[config.mk]
export PLATFORM = sky130hd
export DESIGN_NAME = riscv_dma_initiator_rx
export DESIGN_NICKNAME = d
export VERILOG_FILES = /design/src/hw/riscv_dma_pkg.sv /design/src/hw/riscv_dma_buffer.sv /design/src/hw/riscv_dma_initiator_response.sv /design/src/hw/riscv_dma_done_table.sv /design/src/hw/riscv_dma_initiator_rx.sv
export SDC_FILE = /design/constraint.sdc
export NUM_CORES = 1
export LEC_CHECK = 0
export ABC_AREA = 1
export BUFFER_PORTS_ARGS = -buffer_cell sky130_fd_sc_hd__buf_4
export CORE_MARGIN = 4
export CORE_UTILIZATION = 30
export DETAILED_ROUTE_END_ITERATION = 10
export SYNTH_ARGS = -nofsm -noshare
export SYNTH_HDL_FRONTEND = slang
export SYNTH_SLANG_ARGS = --single-unit
[constraint.sdc]
create_clock -name clk -period 3.1 [get_ports clk]
set_input_delay 0.31 -clock clk [delete_from_list [all_inputs] [get_ports clk]]
set_output_delay 0.31 -clock clk [all_outputs]
set_load 0.1 [all_outputs]
[src/hw/riscv_dma_pkg.sv]
// Flit width, header field layout, packet type codes, flit union and AHB-Lite constants
`default_nettype none

package riscv_dma_pkg;

  //////////////////////////////////////////////////////////////////////
  // Flit and header layout
  //////////////////////////////////////////////////////////////////////

  // Flit width, also the AHB address and data width
  localparam int flit_width = 32;

  // Widest packet id, table index takes the low bits
  localparam int id_width = 4;

  // Header field widths
  localparam int dest_width     = 5;
  localparam int ptype_width    = 3;
  localparam int reserved_width = flit_width - dest_width - ptype_width - id_width - 1;

  // Packet types seen on the response path, all other codes are unknown
  localparam logic [ptype_width-1:0] pkt_type_l2r_resp = 3'd2;
  localparam logic [ptype_width-1:0] pkt_type_r2l_resp = 3'd3;

  // Header view, MSB first
  typedef struct packed {
    logic [dest_width-1:0]     dest;      // 31..27
    logic [ptype_width-1:0]    ptype;     // 26..24
    logic [id_width-1:0]       id;        // 23..20
    logic                      res_last;  // 19, final packet of the response
    logic [reserved_width-1:0] reserved;
  } flit_hdr_t;

  // One flit word, read as header or as plain content
  typedef union packed {
    flit_hdr_t             hdr;
    logic [flit_width-1:0] data;
  } flit_t;

  //////////////////////////////////////////////////////////////////////
  // AHB-Lite encodings
  //////////////////////////////////////////////////////////////////////

  // Transfer types
  localparam logic [1:0] htrans_idle   = 2'b00;
  localparam logic [1:0] htrans_nonseq = 2'b10;
  localparam logic [1:0] htrans_seq    = 2'b11;

  // Undefined-length incrementing burst
  localparam logic [2:0] hburst_incr = 3'b001;

  // 32-bit transfers only
  localparam logic [2:0] hsize_word = 3'b010;

  // Address step per beat
  localparam int word_bytes = 4;

endpackage

`default_nettype wire

[src/hw/riscv_dma_buffer.sv]
// Flit FIFO with a last bit per entry and valid/ready handshake on both sides
`timescale 1ns/1ps
`default_nettype none

module riscv_dma_buffer #(
  parameter int depth = 16
) (
  input  logic                 clk,
  input  logic                 rst,

  // Write side, from the NoC
  input  riscv_dma_pkg::flit_t in_flit,
  input  logic                 in_last,
  input  logic                 in_valid,
  output logic                 in_ready,

  // Read side, to the response handler
  output riscv_dma_pkg::flit_t out_flit,
  output logic                 out_last,
  output logic                 out_valid,
  input  logic                 out_ready
);

  localparam int ptr_width = $clog2(depth);

  // Storage
  riscv_dma_pkg::flit_t flit_mem [depth];
  logic                 last_mem [depth];

  // Pointers wrap on their own, depth is a power of two
  logic [ptr_width-1:0] wr_ptr;
  logic [ptr_width-1:0] rd_ptr;
  logic [ptr_width:0]   count;

  logic push;
  logic pop;

  //////////////////////////////////////////////////////////////////////
  // Handshake
  //////////////////////////////////////////////////////////////////////

  // Full only blocks the writer
  assign in_ready  = (count != (ptr_width + 1)'(depth));
  assign out_valid = (count != '0);

  assign push = in_valid && in_ready;
  assign pop  = out_valid && out_ready;

  // Head entry straight from the array
  assign out_flit = flit_mem[rd_ptr];
  assign out_last = last_mem[rd_ptr];

  //////////////////////////////////////////////////////////////////////
  // Storage write
  //////////////////////////////////////////////////////////////////////

  always_ff @(posedge clk) begin
    if (push) begin
      flit_mem[wr_ptr] <= in_flit;
      last_mem[wr_ptr] <= in_last;
    end
  end

  //////////////////////////////////////////////////////////////////////
  // Pointers and fill level
  //////////////////////////////////////////////////////////////////////

  always_ff @(posedge clk) begin
    if (rst) begin
      wr_ptr <= '0;
      rd_ptr <= '0;
      count  <= '0;
    end else begin
      if (push) begin
        wr_ptr <= wr_ptr + 1'b1;
      end
      if (pop) begin
        rd_ptr <= rd_ptr + 1'b1;
      end
      // Simultaneous push and pop leaves the level unchanged
      case ({push, pop})
        2'b10:   count <= count + 1'b1;
        2'b01:   count <= count - 1'b1;
        default: count <= count;
      endcase
    end
  end

  // Fill level stays within the array
  assert property (@(posedge clk) disable iff (rst)
    count <= (ptr_width + 1)'(depth))
    else $error("flit buffer over depth");

endmodule

`default_nettype wire

[src/hw/riscv_dma_initiator_response.sv]
// Response packet decoder and AHB-Lite incrementing burst writer for read data
`timescale 1ns/1ps
`default_nettype none

module riscv_dma_initiator_response #(
  parameter int table_entries = 4
) (
  input  logic                             clk,
  input  logic                             rst,

  // Flits from the buffer
  input  riscv_dma_pkg::flit_t             buf_flit,
  input  logic                             buf_last,
  input  logic                             buf_valid,
  output logic                             buf_ready,

  // AHB-Lite master
  output logic [31:0]                      haddr,
  output logic [31:0]                      hwdata,
  output logic                             hsel,
  output logic                             hwrite,
  output logic                             hmastlock,
  output logic [1:0]                       htrans,
  output logic [2:0]                       hsize,
  output logic [2:0]                       hburst,
  output logic [3:0]                       hprot,
  input  logic                             hready,
  input  logic                             hresp,

  // Done strobe to the table
  output logic                             done_set_en,
  output logic [$clog2(table_entries)-1:0] done_set_pos
);

  localparam int pos_width = $clog2(table_entries);

  // Data access, privileged
  localparam logic [3:0] hprot_data = 4'b0011;

  typedef enum logic [2:0] {
    st_idle,
    st_get_size,
    st_get_addr,
    st_write,
    st_discard
  } state_t;

  state_t state;

  // Control
  logic seq_ok;     // Next beat continues the burst
  logic last_pend;  // Data phase of the final beat in flight

  // Payload
  logic [31:0]          addr_q;
  logic [31:0]          wdata_q;
  logic [31:0]          beat_cnt;
  logic                 res_last_q;

  logic beat_req;
  logic beat_acc;
  logic last_done;

  //////////////////////////////////////////////////////////////////////
  // Bus side
  //////////////////////////////////////////////////////////////////////

  // A beat is offered whenever a data flit waits and the packet is open
  assign beat_req  = (state == st_write) && buf_valid && !last_pend;
  assign beat_acc  = beat_req && hready;
  assign last_done = (state == st_write) && last_pend && hready;

  // Header flits are taken at once, data only as the address phase completes
  always_comb begin
    case (state)
      st_write: buf_ready = hready && !last_pend;
      default:  buf_ready = 1'b1;
    endcase
  end

  assign hsel      = (state == st_write);
  assign hwrite    = (state == st_write);
  assign hmastlock = 1'b0;
  assign htrans    = !beat_req ? riscv_dma_pkg::htrans_idle :
                     seq_ok    ? riscv_dma_pkg::htrans_seq  :
                                 riscv_dma_pkg::htrans_nonseq;
  assign hsize     = riscv_dma_pkg::hsize_word;
  assign hburst    = riscv_dma_pkg::hburst_incr;
  assign hprot     = hprot_data;
  assign haddr     = addr_q;
  assign hwdata    = wdata_q;

  //////////////////////////////////////////////////////////////////////
  // Packet FSM
  //////////////////////////////////////////////////////////////////////

  always_ff @(posedge clk) begin
    if (rst) begin
      state       <= st_idle;
      seq_ok      <= 1'b0;
      last_pend   <= 1'b0;
      done_set_en <= 1'b0;
    end else begin
      done_set_en <= 1'b0;
      case (state)
        st_idle: begin
          if (buf_valid) begin
            case (buf_flit.hdr.ptype)
              riscv_dma_pkg::pkt_type_l2r_resp: begin
                done_set_en <= 1'b1;
                // A longer ack than expected is drained
                if (!buf_last) begin
                  state <= st_discard;
                end
              end
              riscv_dma_pkg::pkt_type_r2l_resp: begin
                state <= st_get_size;
              end
              default: begin
                if (!buf_last) begin
                  state <= st_discard;
                end
              end
            endcase
          end
        end
        st_get_size: begin
          if (buf_valid) begin
            state <= st_get_addr;
          end
        end
        st_get_addr: begin
          if (buf_valid) begin
            seq_ok <= 1'b0;
            state  <= st_write;
          end
        end
        st_write: begin
          // Burst stays sequential only while beats follow without a gap
          if (hready) begin
            seq_ok <= beat_req;
          end
          if (beat_acc && buf_last) begin
            last_pend <= 1'b1;
          end
          if (last_done) begin
            last_pend   <= 1'b0;
            done_set_en <= res_last_q;
            state       <= st_idle;
          end
        end
        st_discard: begin
          if (buf_valid && buf_last) begin
            state <= st_idle;
          end
        end
        default: state <= st_idle;
      endcase
    end
  end

  // Header fields, address, write data and beat count
  always_ff @(posedge clk) begin
    if (state == st_idle && buf_valid) begin
      res_last_q   <= buf_flit.hdr.res_last;
      done_set_pos <= buf_flit.hdr.id[pos_width-1:0];
    end
    if (state == st_get_size && buf_valid) begin
      beat_cnt <= buf_flit.data;
    end
    if (state == st_get_addr && buf_valid) begin
      addr_q <= buf_flit.data;
    end
    // Flit moves into the data phase as its address is taken
    if (beat_acc) begin
      wdata_q  <= buf_flit.data;
      addr_q   <= addr_q + 32'(riscv_dma_pkg::word_bytes);
      beat_cnt <= beat_cnt - 1'b1;
    end
  end

  //////////////////////////////////////////////////////////////////////
  // Checks
  //////////////////////////////////////////////////////////////////////

  // No error recovery on this path
  assert property (@(posedge clk) disable iff (rst) !hresp)
    else $error("AHB error response");

  // Size flit matches the data flits up to the last marker
  assert property (@(posedge clk) disable iff (rst) last_done |-> beat_cnt == '0)
    else $error("beat count mismatch at end of packet");

  assert property (@(posedge clk) disable iff (rst)
    !hsel |-> htrans == riscv_dma_pkg::htrans_idle)
    else $error("transfer without select");

endmodule

`default_nettype wire

[src/hw/riscv_dma_done_table.sv]
// Done flags of the transfer slots, set by the response handler, cleared by the controller
`timescale 1ns/1ps
`default_nettype none

module riscv_dma_done_table #(
  parameter int table_entries = 4
) (
  input  logic                             clk,
  input  logic                             rst,

  // Set strobe from the response handler
  input  logic                             done_set_en,
  input  logic [$clog2(table_entries)-1:0] done_set_pos,

  // Clear strobe from the DMA controller
  input  logic                             done_clr_en,
  input  logic [$clog2(table_entries)-1:0] done_clr_pos,

  // One flag per slot
  output logic [table_entries-1:0]         done_vec
);

  logic [table_entries-1:0] set_mask;
  logic [table_entries-1:0] clr_mask;

  //////////////////////////////////////////////////////////////////////
  // Strobe decode
  //////////////////////////////////////////////////////////////////////

  // One-hot masks from the slot indices
  always_comb begin
    set_mask = '0;
    clr_mask = '0;
    if (done_set_en) begin
      set_mask[done_set_pos] = 1'b1;
    end
    if (done_clr_en) begin
      clr_mask[done_clr_pos] = 1'b1;
    end
  end

  //////////////////////////////////////////////////////////////////////
  // Flags
  //////////////////////////////////////////////////////////////////////

  // Set is applied after the clear, so it wins on the same slot
  always_ff @(posedge clk) begin
    if (rst) begin
      done_vec <= '0;
    end else begin
      done_vec <= (done_vec & ~clr_mask) | set_mask;
    end
  end

  // Controller must clear a slot before it is reused
  assert property (@(posedge clk) disable iff (rst)
    done_set_en |-> !done_vec[done_set_pos])
    else $error("done set on a slot already done");

endmodule

`default_nettype wire

[src/hw/riscv_dma_initiator_rx.sv]
// Response path top level with flit buffer, response handler and done table
`timescale 1ns/1ps
`default_nettype none

module riscv_dma_initiator_rx #(
  parameter int table_entries = 4,
  parameter int buffer_depth  = 16
) (
  input  logic                                   clk,
  input  logic                                   rst,

  // NoC response input
  input  logic [riscv_dma_pkg::flit_width-1:0]   noc_in_flit,
  input  logic                                   noc_in_last,
  input  logic                                   noc_in_valid,
  output logic                                   noc_in_ready,

  // AHB-Lite master
  output logic [31:0]                            haddr,
  output logic [31:0]                            hwdata,
  output logic                                   hsel,
  output logic                                   hwrite,
  output logic                                   hmastlock,
  output logic [1:0]                             htrans,
  output logic [2:0]                             hsize,
  output logic [2:0]                             hburst,
  output logic [3:0]                             hprot,
  input  logic                                   hready,
  input  logic                                   hresp,

  // Done table access from the controller
  input  logic                                   done_clr_en,
  input  logic [$clog2(table_entries)-1:0]       done_clr_pos,
  output logic [table_entries-1:0]               done_vec
);

  // Buffer to handler
  riscv_dma_pkg::flit_t buf_flit;
  logic                 buf_last;
  logic                 buf_valid;
  logic                 buf_ready;

  // Handler to table
  logic                             done_set_en;
  logic [$clog2(table_entries)-1:0] done_set_pos;

  riscv_dma_buffer #(
    .depth (buffer_depth)
  ) buffer_i (
    .clk       (clk),
    .rst       (rst),
    .in_flit   (noc_in_flit),
    .in_last   (noc_in_last),
    .in_valid  (noc_in_valid),
    .in_ready  (noc_in_ready),
    .out_flit  (buf_flit),
    .out_last  (buf_last),
    .out_valid (buf_valid),
    .out_ready (buf_ready)
  );

  riscv_dma_initiator_response #(
    .table_entries (table_entries)
  ) response_i (
    .clk          (clk),
    .rst          (rst),
    .buf_flit     (buf_flit),
    .buf_last     (buf_last),
    .buf_valid    (buf_valid),
    .buf_ready    (buf_ready),
    .haddr        (haddr),
    .hwdata       (hwdata),
    .hsel         (hsel),
    .hwrite       (hwrite),
    .hmastlock    (hmastlock),
    .htrans       (htrans),
    .hsize        (hsize),
    .hburst       (hburst),
    .hprot        (hprot),
    .hready       (hready),
    .hresp        (hresp),
    .done_set_en  (done_set_en),
    .done_set_pos (done_set_pos)
  );

  riscv_dma_done_table #(
    .table_entries (table_entries)
  ) table_i (
    .clk          (clk),
    .rst          (rst),
    .done_set_en  (done_set_en),
    .done_set_pos (done_set_pos),
    .done_clr_en  (done_clr_en),
    .done_clr_pos (done_clr_pos),
    .done_vec     (done_vec)
  );

endmodule

`default_nettype wire

### Yosys cells after proc, flatten, opt, wreduce, memory -nomap -nowiden

Memories as Yosys holds them, arrays and structs flattened. A register that Yosys moved wholly into a read port is not among the register bits.
Cells that the tools add are included.

* add/subtract/negate cells: 5
* multipliers: 0
* div/mod/pow operators: 0
* $lt $le $gt $ge: 4
* eq/ne operators: 16
* shift-type cells: 0
* multiplexer cells: 35
* bitwise logic cells: 3
* reduce and logical (&&, ||, !) cells: 24

Operator list (number)
* 32-bit two-way mux: 2
* 32-bit by 3-bit adder with 32-bit output, second input constant: 1
* 4-bit two-way mux: 6
* 3-bit two-way mux: 7
* 3-bit case mux with 5 select lines: 1
* 1-bit logical AND: 14
* 1-bit two-way mux: 13
* 3-bit by 2-bit == test with 1-bit output, second input constant: 4
* 5-bit case mux with 2 select lines: 1
* 4-bit by 1-bit adder with 4-bit output, second input constant: 2
* 2-bit nonzero test: 4
* 2-bit by 3-bit less-than comparator with 1-bit output, second input constant: 2
* 2-bit by 1-bit != test with 1-bit output, second input constant: 3
* 2-bit != test, second input constant: 3
* 6-bit AND reduction: 1
* 5-bit by 1-bit adder with 5-bit output, second input constant: 1
* 5-bit != test, second input constant: 1
* 5-bit nonzero test: 1
* 5-bit by 1-bit subtractor with 5-bit output, second input constant: 1
* 4-bit AND: 1
* 1-bit demux with 2-bit select: 2
* 2-bit by 1-bit greater-or-equal comparator with 1-bit output, second input constant: 2
* 4-bit inverter: 1
* 4-bit OR: 1
* other kinds (11): 12

* register bits after elaboration: 90
* bits in latches: 0
* bits in writable memories: 528
* ROM bits: 0
* bits of input ports: 41
* output and inout port bits: 84
* logic and storage cells: 101
* memories: 2

Memory list
* buffer_i.flit_mem: words 16, width 32, read ports 1, clocked after Yosys merged registers in 1, wr ports 1, RTL line riscv_dma_buffer.sv:27 `riscv_dma_pkg::flit_t flit_mem [depth];`
* buffer_i.last_mem: words 16, width 1, read ports 1, clocked after Yosys merged registers in 1, wr ports 1, RTL line riscv_dma_buffer.sv:28 `logic last_mem [depth];`

### Logic depth before layout (Yosys ltp)

Gate-level depths: netlist of run 1.

* depth in word-level cells: 8
* gate-level depth with buffers: 16
* gate-level depth less buffers: 16

### Cells and area by module

From an unflattened synthesis of run 1, not the netlist that was laid out.

* cell total of the unflattened synthesis: 1988
* area, all modules: 26048.7 um2

By module, submodules not included
* riscv_dma_buffer: times used 1, cells an instance 1520, area an instance 22047.4 um2, sequential area each 16195.5 um2
* riscv_dma_initiator_response: times used 1, cells an instance 443, area an instance 3828.7 um2, sequential area each 2132.0 um2
* riscv_dma_done_table: times used 1, cells an instance 25, area an instance 172.7 um2, sequential area each 80.1 um2

### Worst setup path after synthesis of run 1

OpenSTA, ideal clock, no wires.

* path kind: reg-to-reg
* start point: reg buffer_i.count[1]
* end point: mem buffer_i.flit_mem[11][0] (netlist bit) (enable)
* library setup time: 423 ps
* data arrival time: 3302 ps
* required time: 2677 ps
* slack: -625 ps
* cell stages (with the launch flop): 7
* buffers on the path: 0
* clock period less this slack: 3725 ps
* cell sequence: dfxtp_1 inv_1 nand4_1 nand2_1 inv_1 nand2_1 nor2_1

* cells in the longest elaborated chain, start to end: 4

Ends and longest elaborated chain
* start, declared: RTL line riscv_dma_buffer.sv:33 `logic [ptr_width:0] count;`
* start signal, assigned: RTL line riscv_dma_buffer.sv:82 `2'b10: count <= count + 1'b1;`
* start signal, assigned: RTL line riscv_dma_buffer.sv:83 `2'b01: count <= count - 1'b1;`
* start signal, assigned: RTL line riscv_dma_buffer.sv:84 `default: count <= count;`
* 5-bit != test: RTL line riscv_dma_buffer.sv:43 `assign in_ready = (count != (ptr_width + 1)'(depth));`
* named net noc_in_ready: RTL line riscv_dma_initiator_rx.sv:16 `output logic noc_in_ready,`
* 1-bit logical AND: RTL line riscv_dma_buffer.sv:46 `assign push = in_valid && in_ready;`
* 1-bit two-way mux: RTL line riscv_dma_buffer.sv:58 `if (push) begin`
* 1-bit two-way mux (not written as such): RTL line riscv_dma_buffer.sv:59 `flit_mem[wr_ptr] <= in_flit;`
* end, declared: RTL line riscv_dma_buffer.sv:27

The timed path passes the listed nets, and every way through them passes these cells.

==> qor.yml, run 1 <==
cells_and_area:
  final_cell_mix: "595 x edfxtp_1, 285 x nor2_1, 247 x o21ai_0"
  drive_gt1_frac: 0.142
  fin_util: 0.358
  fill_cells: 7779
  instances_no_fill: 3202
  layout.cells.most_common: "edfxtp_1"
  stdcell_area_sq_um: 29600
  area_growth_pct: 17.8
  multiInputGateArea_sq_um: 5930
  layout.nets: 2132
  ff_latch_area_sq_um: 18400
drt:
  dr.pass1.iters: 6
  drc: 0
  drtIter0Drc: 1612
  ant_nets: 0
  wl_um: 66100
  route.vias.total: 16500
  wl_per_cell_um: 20.6
  viasPerCell: 5.14
cts:
  cts_root_buf: "clkbuf_16"
  cts_max_path_buffers: 3
  clock_sinks: 622
  clkSlewWorstSetupHoldPaths_ns: 0.06
  numCtsBuffers: 66
  clkLatencyLatePin_ns: 0.60
  htreeDepth: 3
  tritoncts: "yes"
  cts_resized: 0
floorplanning:
  dieArea_sq_um: 88500
  rows: 105
  core_area_sq_um: 82600
  initial_utilization: 0.304
  fp.dieH_um: 298
  die_w_um: 298
  ios: 125
grt:
  grt.total_usage: 0.146
  grt_pass1_vias: 16400
  antenna_found_initial: 9
  overflow: 0
  grt_pass1_wl_um: 99600
  grt_max_degree: 148
setup_path:
  worst-setup-path-type: "reg2reg"
  path_max_fanout: 30
  cpMaxStageDelayCell: "clkinv_2"
  crit_path_end_kind: "flip-flop"
  slowest_delay_ns: 0.49
  cp.buffers_inverters: 2
  crit_required_ns: 3.58
  cp.arrival_ns: 3.01
  path_cells: "clkinv_2 > buf_4 > nor2_1 > o21ai_0 > nand3_1 > nand3_1 > nand2_2 > nand2_2 > a21oi_4 > nand3_1 > nand2_1 > nor2_1"
  start_kind: "flip-flop"
  crit_family: "buffers and inverters"
  crit_path_frequent_cell: "nand3_1"
synthesis:
  yosys-top-cells-area: "edfxtp_1 71%, o21ai_0 4.9%, nor2_1 4.5%"
  synth_seq_cells: 622
  syn_area_sq_um: 25100
  synth_top_area_frac: 0.711
  synth_top_area_cell: "edfxtp_1"
  synthDistinctLibCells: 35
  yosysSeqAreaShare: 0.732
  ys_warn_count: 0
  syn_area_per_cell_sq_um: 12.8
  synth_cells: 1959
placement:
  dp_cells: 3066
  io_buffers: 112
  dp_slack_ns: 0.594
  gp_congestion: 0.803
  hpwl_um: 37500
  placed_cell_area_sq_um: 27400
sta:
  min_period_ns: 2.53
  finClkSkew_ns: 0.0173
  final.setup.tns_ns: 0
  timing.fmax_mhz: 395
  setup_viol: 0
  worst_slew_pin_slew_ns: 0.756
  timing.final.crit_share: 0.816
  hold_viol: 0
  timing.hold.ws_ns: 0.0230
  slew_viol_final: 0
  rsz0062_at_grt: "false"
  postLayoutSetupSlackWorst_ns: 0.571
  slew-limit-headroom: 0.496
min_path:
  holdCritPathClass: "in2reg"
power:
  power_density_nw_per_um2: 843
  leakagePower_nw: 9.98
  peakVddDrop_mv: 0.543
  p_total_mw: 25.0
status:
  status: "finished clean"
flow_run:
  cap_violations: 0
cells in the mapped netlist, drive strengths merged:
cell type	n
edfxtp	595
nor2	309
o21ai	264
nand2	230
nand3	88
o221ai	83
inv	75
buf	69
clkbuf	60
o211ai	37
o22ai	33
dfxtp	27
a21oi	25
xor2	16
xnor2	15
nand4	10
ha	9
nor3	5
a31oi	4
conb	2
nor4	2
o31ai	1
final timing paths:
path                       from                  endpoint  slack (ns)  cells after the start
min              noc_in_flit[1]  buffer_i.flit_mem[13][1]        0.02                      1
max reg2reg           flip-flop       response_i.state[1]        0.57                     12
max                   flip-flop       response_i.state[1]        0.57                     12
min reg2reg  buffer_i.rd_ptr[2]                 flip-flop        0.49                      2
what timing repair did:
item / 4_1_cts / 5_1_grt
hold buffers: 18 / 0
hold endpoints to repair: 239 / 0
setup buffers: 0 / 0
worst register-to-register path: stages (launching register included):
cell and delay [ns]:
dfxtp_4 0.36, clkinv_2 0.49, buf_4 0.45, nor2_1 0.13, o21ai_0 0.09, nand3_1 0.11
nand3_1 0.10, nand2_2 0.17, nand2_2 0.09, a21oi_4 0.21, nand3_1 0.11, nand2_1 0.07
nor2_1 0.05
per-layer routing:
layer  vias to the layer above  wire, um  track usage  part of all wire
met5                         -        13            0           0.00020
met1                      8201     28300        0.194              0.43
met2                       683     30500        0.235              0.46
met4                         2      2250       0.0527             0.034
met3                       158      5060       0.0328             0.077
li1                       7412         -            -                 -
registers in the layout, indices dropped and copies added (netlist names), named ones only:
name,flops
buffer_i.count,5
buffer_i.flit_mem,512
buffer_i.last_mem,16
buffer_i.rd_ptr,4
buffer_i.wr_ptr,4
response_i.done_set_en,1
response_i.done_set_pos,2
response_i.haddr,32
response_i.hwdata,32
response_i.last_pend,1
response_i.res_last_q,1
response_i.seq_ok,1
response_i.state,3
table_i.done_vec,4
power breakdown:
part | leakage [nW] | internal [mW] | total, mW | switching (mW)
registers | 5.60 | 9.86 | 10.1 | 0.293
logic | 3.39 | 1.87 | 7.26 | 5.39
clock network | 0.993 | 4.39 | 7.56 | 3.16
total | 9.98 | 16.1 | 25.0 | 8.85
layout make-up:
cell class | count | area share
multi-input combinational | 1142 | 0.200
clock buffer | 81 | 0.0598
antenna | 4 | 0.000338
tap | 1070 | 0.0452
clock inverter | 33 | 0.00929
timing repair buffer | 175 | 0.0535
sequential | 622 | 0.622
inverter | 75 | 0.00972
kinds of logic (layout without fill, tap and decap cells):
logic type      count (synthesis)  in the layout  share of synthesized area
flops                         622            622                      0.732
fa+ha+maj                       9              9                    0.00448
xor+xnor                       31             31                     0.0108
other cells                     2             15                   0.000299
buf+inv                       204            364                     0.0382
simple gates                  644            644                      0.106
compound gates                447            447                      0.108
No activity file was read; power rests on OpenSTA's default activity.
==> run 2: changes to the inputs <==
Settings changed: ABC_AREA 1 to 0.
Clock period 3.1 ns to 2.54 ns, I/O delays scaled along.
==> run 2 against run 1 <==
Against the previous run:
- the flow now finishes with violations (setup timing)
- die area fell by 3.5%
- critical path depth fell by 3
- power rose by 16%
- global-route usage fell by 1.1 points
- setup slack got worse by 0.66 ns
- largest cell class unchanged
==> qor.yml, run 2 <==
drt:
  drc: 0
  wl_per_cell_um: 23.1
  ant_nets: 0
  dr.pass1.iters: 7
  drtIter0Drc: 972
  route.vias.total: 12200
  viasPerCell: 4.87
  wl_um: 58100
grt:
  overflow: 0
  grt_pass1_wl_um: 85600
  met1_usage: 0.189
  grtUsageMet2: 0.217
  grt_max_degree: 53
  grt.total_usage: 0.135
  grt_busiest_layer: "met2"
  grt_pass1_vias: 12600
  antenna_found_initial: 2
  grt_util_met3: 0.0315
synthesis:
  yosysSeqAreaShare: 0.760
  ys_warn_count: 0
  async_flop_share: 0
  synth_top_area_frac: 0.737
  synth_seq_cells: 622
  synth.most_common_cell: "edfxtp_1"
  synthTopCellsByCount: "595 x edfxtp_1, 162 x mux4_2, 59 x nand2_1, 46 x nor2_1"
  synth_edf_count: 595
  syn_area_per_cell_sq_um: 20.8
  synth_top_area_cell: "edfxtp_1"
  synth_cells: 1167
  syn_area_sq_um: 24200
  synth-main-ff-cell: "edfxtp_1"
  yosys-top-cells-area: "edfxtp_1 74%, mux4_2 15%, dfxtp_1 2.2%"
  synthDistinctLibCells: 56
cts:
  tritoncts: "yes"
  clock_sinks: 622
  htreeDepth: 3
  clkSlewWorstSetupHoldPaths_ns: 0.06
  numCtsBuffers: 66
  cts_root_buf: "clkbuf_16"
  cts_max_path_buffers: 3
  clkLatencyLatePin_ns: 0.59
cells_and_area:
  drive_gt1_frac: 0.345
  largest_reg_flops: 512
  layout.cells.most_common: "edfxtp_1"
  area_growth_pct: 23.3
  num_antenna_cells: 0
  top_register: "buffer_i.flit_mem"
  stdcell_area_sq_um: 29900
  final_cell_mix: "595 x edfxtp_1, 180 x buf_4, 162 x mux4_2"
  layout.nets: 1469
power:
  power_density_nw_per_um2: 966
  pwr-share-clk: 0.324
  p_sw_mw: 8.00
  p_seq_frac: 0.422
  peakVddDrop_mv: 0.539
  p_int_mw: 20.8
  p_total_mw: 28.8
  leakagePower_nw: 9.57
  p_comb_frac: 0.254
  p_sw_frac: 0.277
sta:
  timing.final.crit_share: 1.03
  setup_viol: 2
  hold_viol: 0
  finClkSkew_ns: 0.0192
  min_period_ns: 2.63
  worst_slew_pin_slew_ns: 0.860
  rsz0062_at_grt: "true"
  timing.fmax_mhz: 381
  slew_viol_final: 0
  slew-limit-headroom: 0.421
  final.setup.tns_ns: -0.0892
  postLayoutSetupSlackWorst_ns: -0.0873
placement:
  hpwl_um: 35700
  io_buffers: 112
  gp_congestion: 0.758
  placed_cell_area_sq_um: 27300
status:
  failed_checks: "setup timing"
  status: "complete, but fails checks"
setup_path:
  worst-setup-path-type: "reg2reg"
  r2r-start: "buffer_i.count[2]"
  crit_required_ns: 3.01
  cpMaxStageDelayCell: "or4_4"
  slowest_delay_ns: 0.55
  crit_path_end_kind: "flip-flop"
  crit_path_start: "buffer_i.count[2]"
  path_max_fanout: 3
  cp.arrival_ns: 3.10
  start_kind: "flip-flop"
  path_cells: "or4_4 > o22ai_4 > inv_2 > ha_4 > buf_4 > ha_1 > a21o_1 > a211oi_2 > mux2_1"
floorplanning:
  initial_utilization: 0.305
  fp.dieH_um: 292
  core_area_sq_um: 79500
  dieArea_sq_um: 85400
  rows: 103
  die_w_um: 292
  ios: 125
flow_run:
  cap_violations: 0
min_path:
  holdCritStartpoint: "rst"
  holdCritPathClass: "in2reg"
==> run 2: layout make-up <==
class / count / area, sq um
timing repair buffer: 246 / 2290
multi-input combinational: 471 / 5690
clock buffer: 79 / 1770
sequential: 622 / 18400
inverter: 12 / 47.5
clock inverter: 36 / 339
tap: 1050 / 1310
fill: 7177 / 49600
==> run 2: cells by family (layout without fill, tap and decap cells) <==
family / after synthesis / count (layout) / share of synthesized area
xor+xnor: 39 / 39 / 0.0141
mux: 166 / 166 / 0.152
other cells: 2 / 11 / 0.000310
flops: 622 / 622 / 0.760
compound gates: 62 / 62 / 0.0157
simple gates: 184 / 184 / 0.0365
buf+inv: 83 / 373 / 0.0168
fa+ha+maj: 9 / 9 / 0.00465
==> run 2: worst paths after layout <==
kind                                             to  slack (ns)  cells after the start
worst max-delay path              buffer_i.count[4]       -0.09                      9
worst min-delay path            table_i.done_vec[3]        0.05                      2
worst max register to register    buffer_i.count[4]       -0.09                      9
worst min register to register    response_i.seq_ok        0.49                      2
==> run 2: worst max-delay path: cells and delay by family, from the launching register on <==
family | cells | cell delay (ns)
compound gates | 3 | 0.58
fa+ha+maj | 2 | 0.52
buf+inv | 2 | 0.21
mux | 1 | 0.33
flops | 1 | 0.32
simple gates | 1 | 0.55
==> run 2: routing by layer <==
layer	vias to the layer above	wire, um
li1	5268	-
met1	6483	24900
met2	405	28200
met3	83	4050
met4	4	999
met5	-	21
==> run 2: metrics by stage <==
stage	setup slack (ns)	utilization	hold slack, ns	instances
3_5_place_dp	-0.0562	0.343	0.480	2361
3_3_place_gp	-0.0775	0.343	0.467	2361
6_report	-0.0873	0.376	0.0498	2516
4_1_cts	-0.0465	0.375	0.0203	2513
2_1_floorplan	-0.504	-	0.353	1176
5_1_grt	-0.199	0.376	0.0484	2516
==> run 2: repair_timing <==
action	CTS	global route
endpoints found under the hold margin	532	0
hold buffers	37	0
resized for setup	2	13
setup endpoints to repair	2	39
buffers inserted	0	3
pin swaps	1	11
==> run 2: power by group through the flow <==
stage	Combinational [mW]	Sequential, mW	Clock, mW
after global placement	7.16	12.4	0
after global routing	7.91	12.2	10.0
after floorplan	4.46	12.8	0
after detailed placement	7.26	12.4	0
final	7.32	12.2	9.34
after CTS	7.34	12.2	9.56
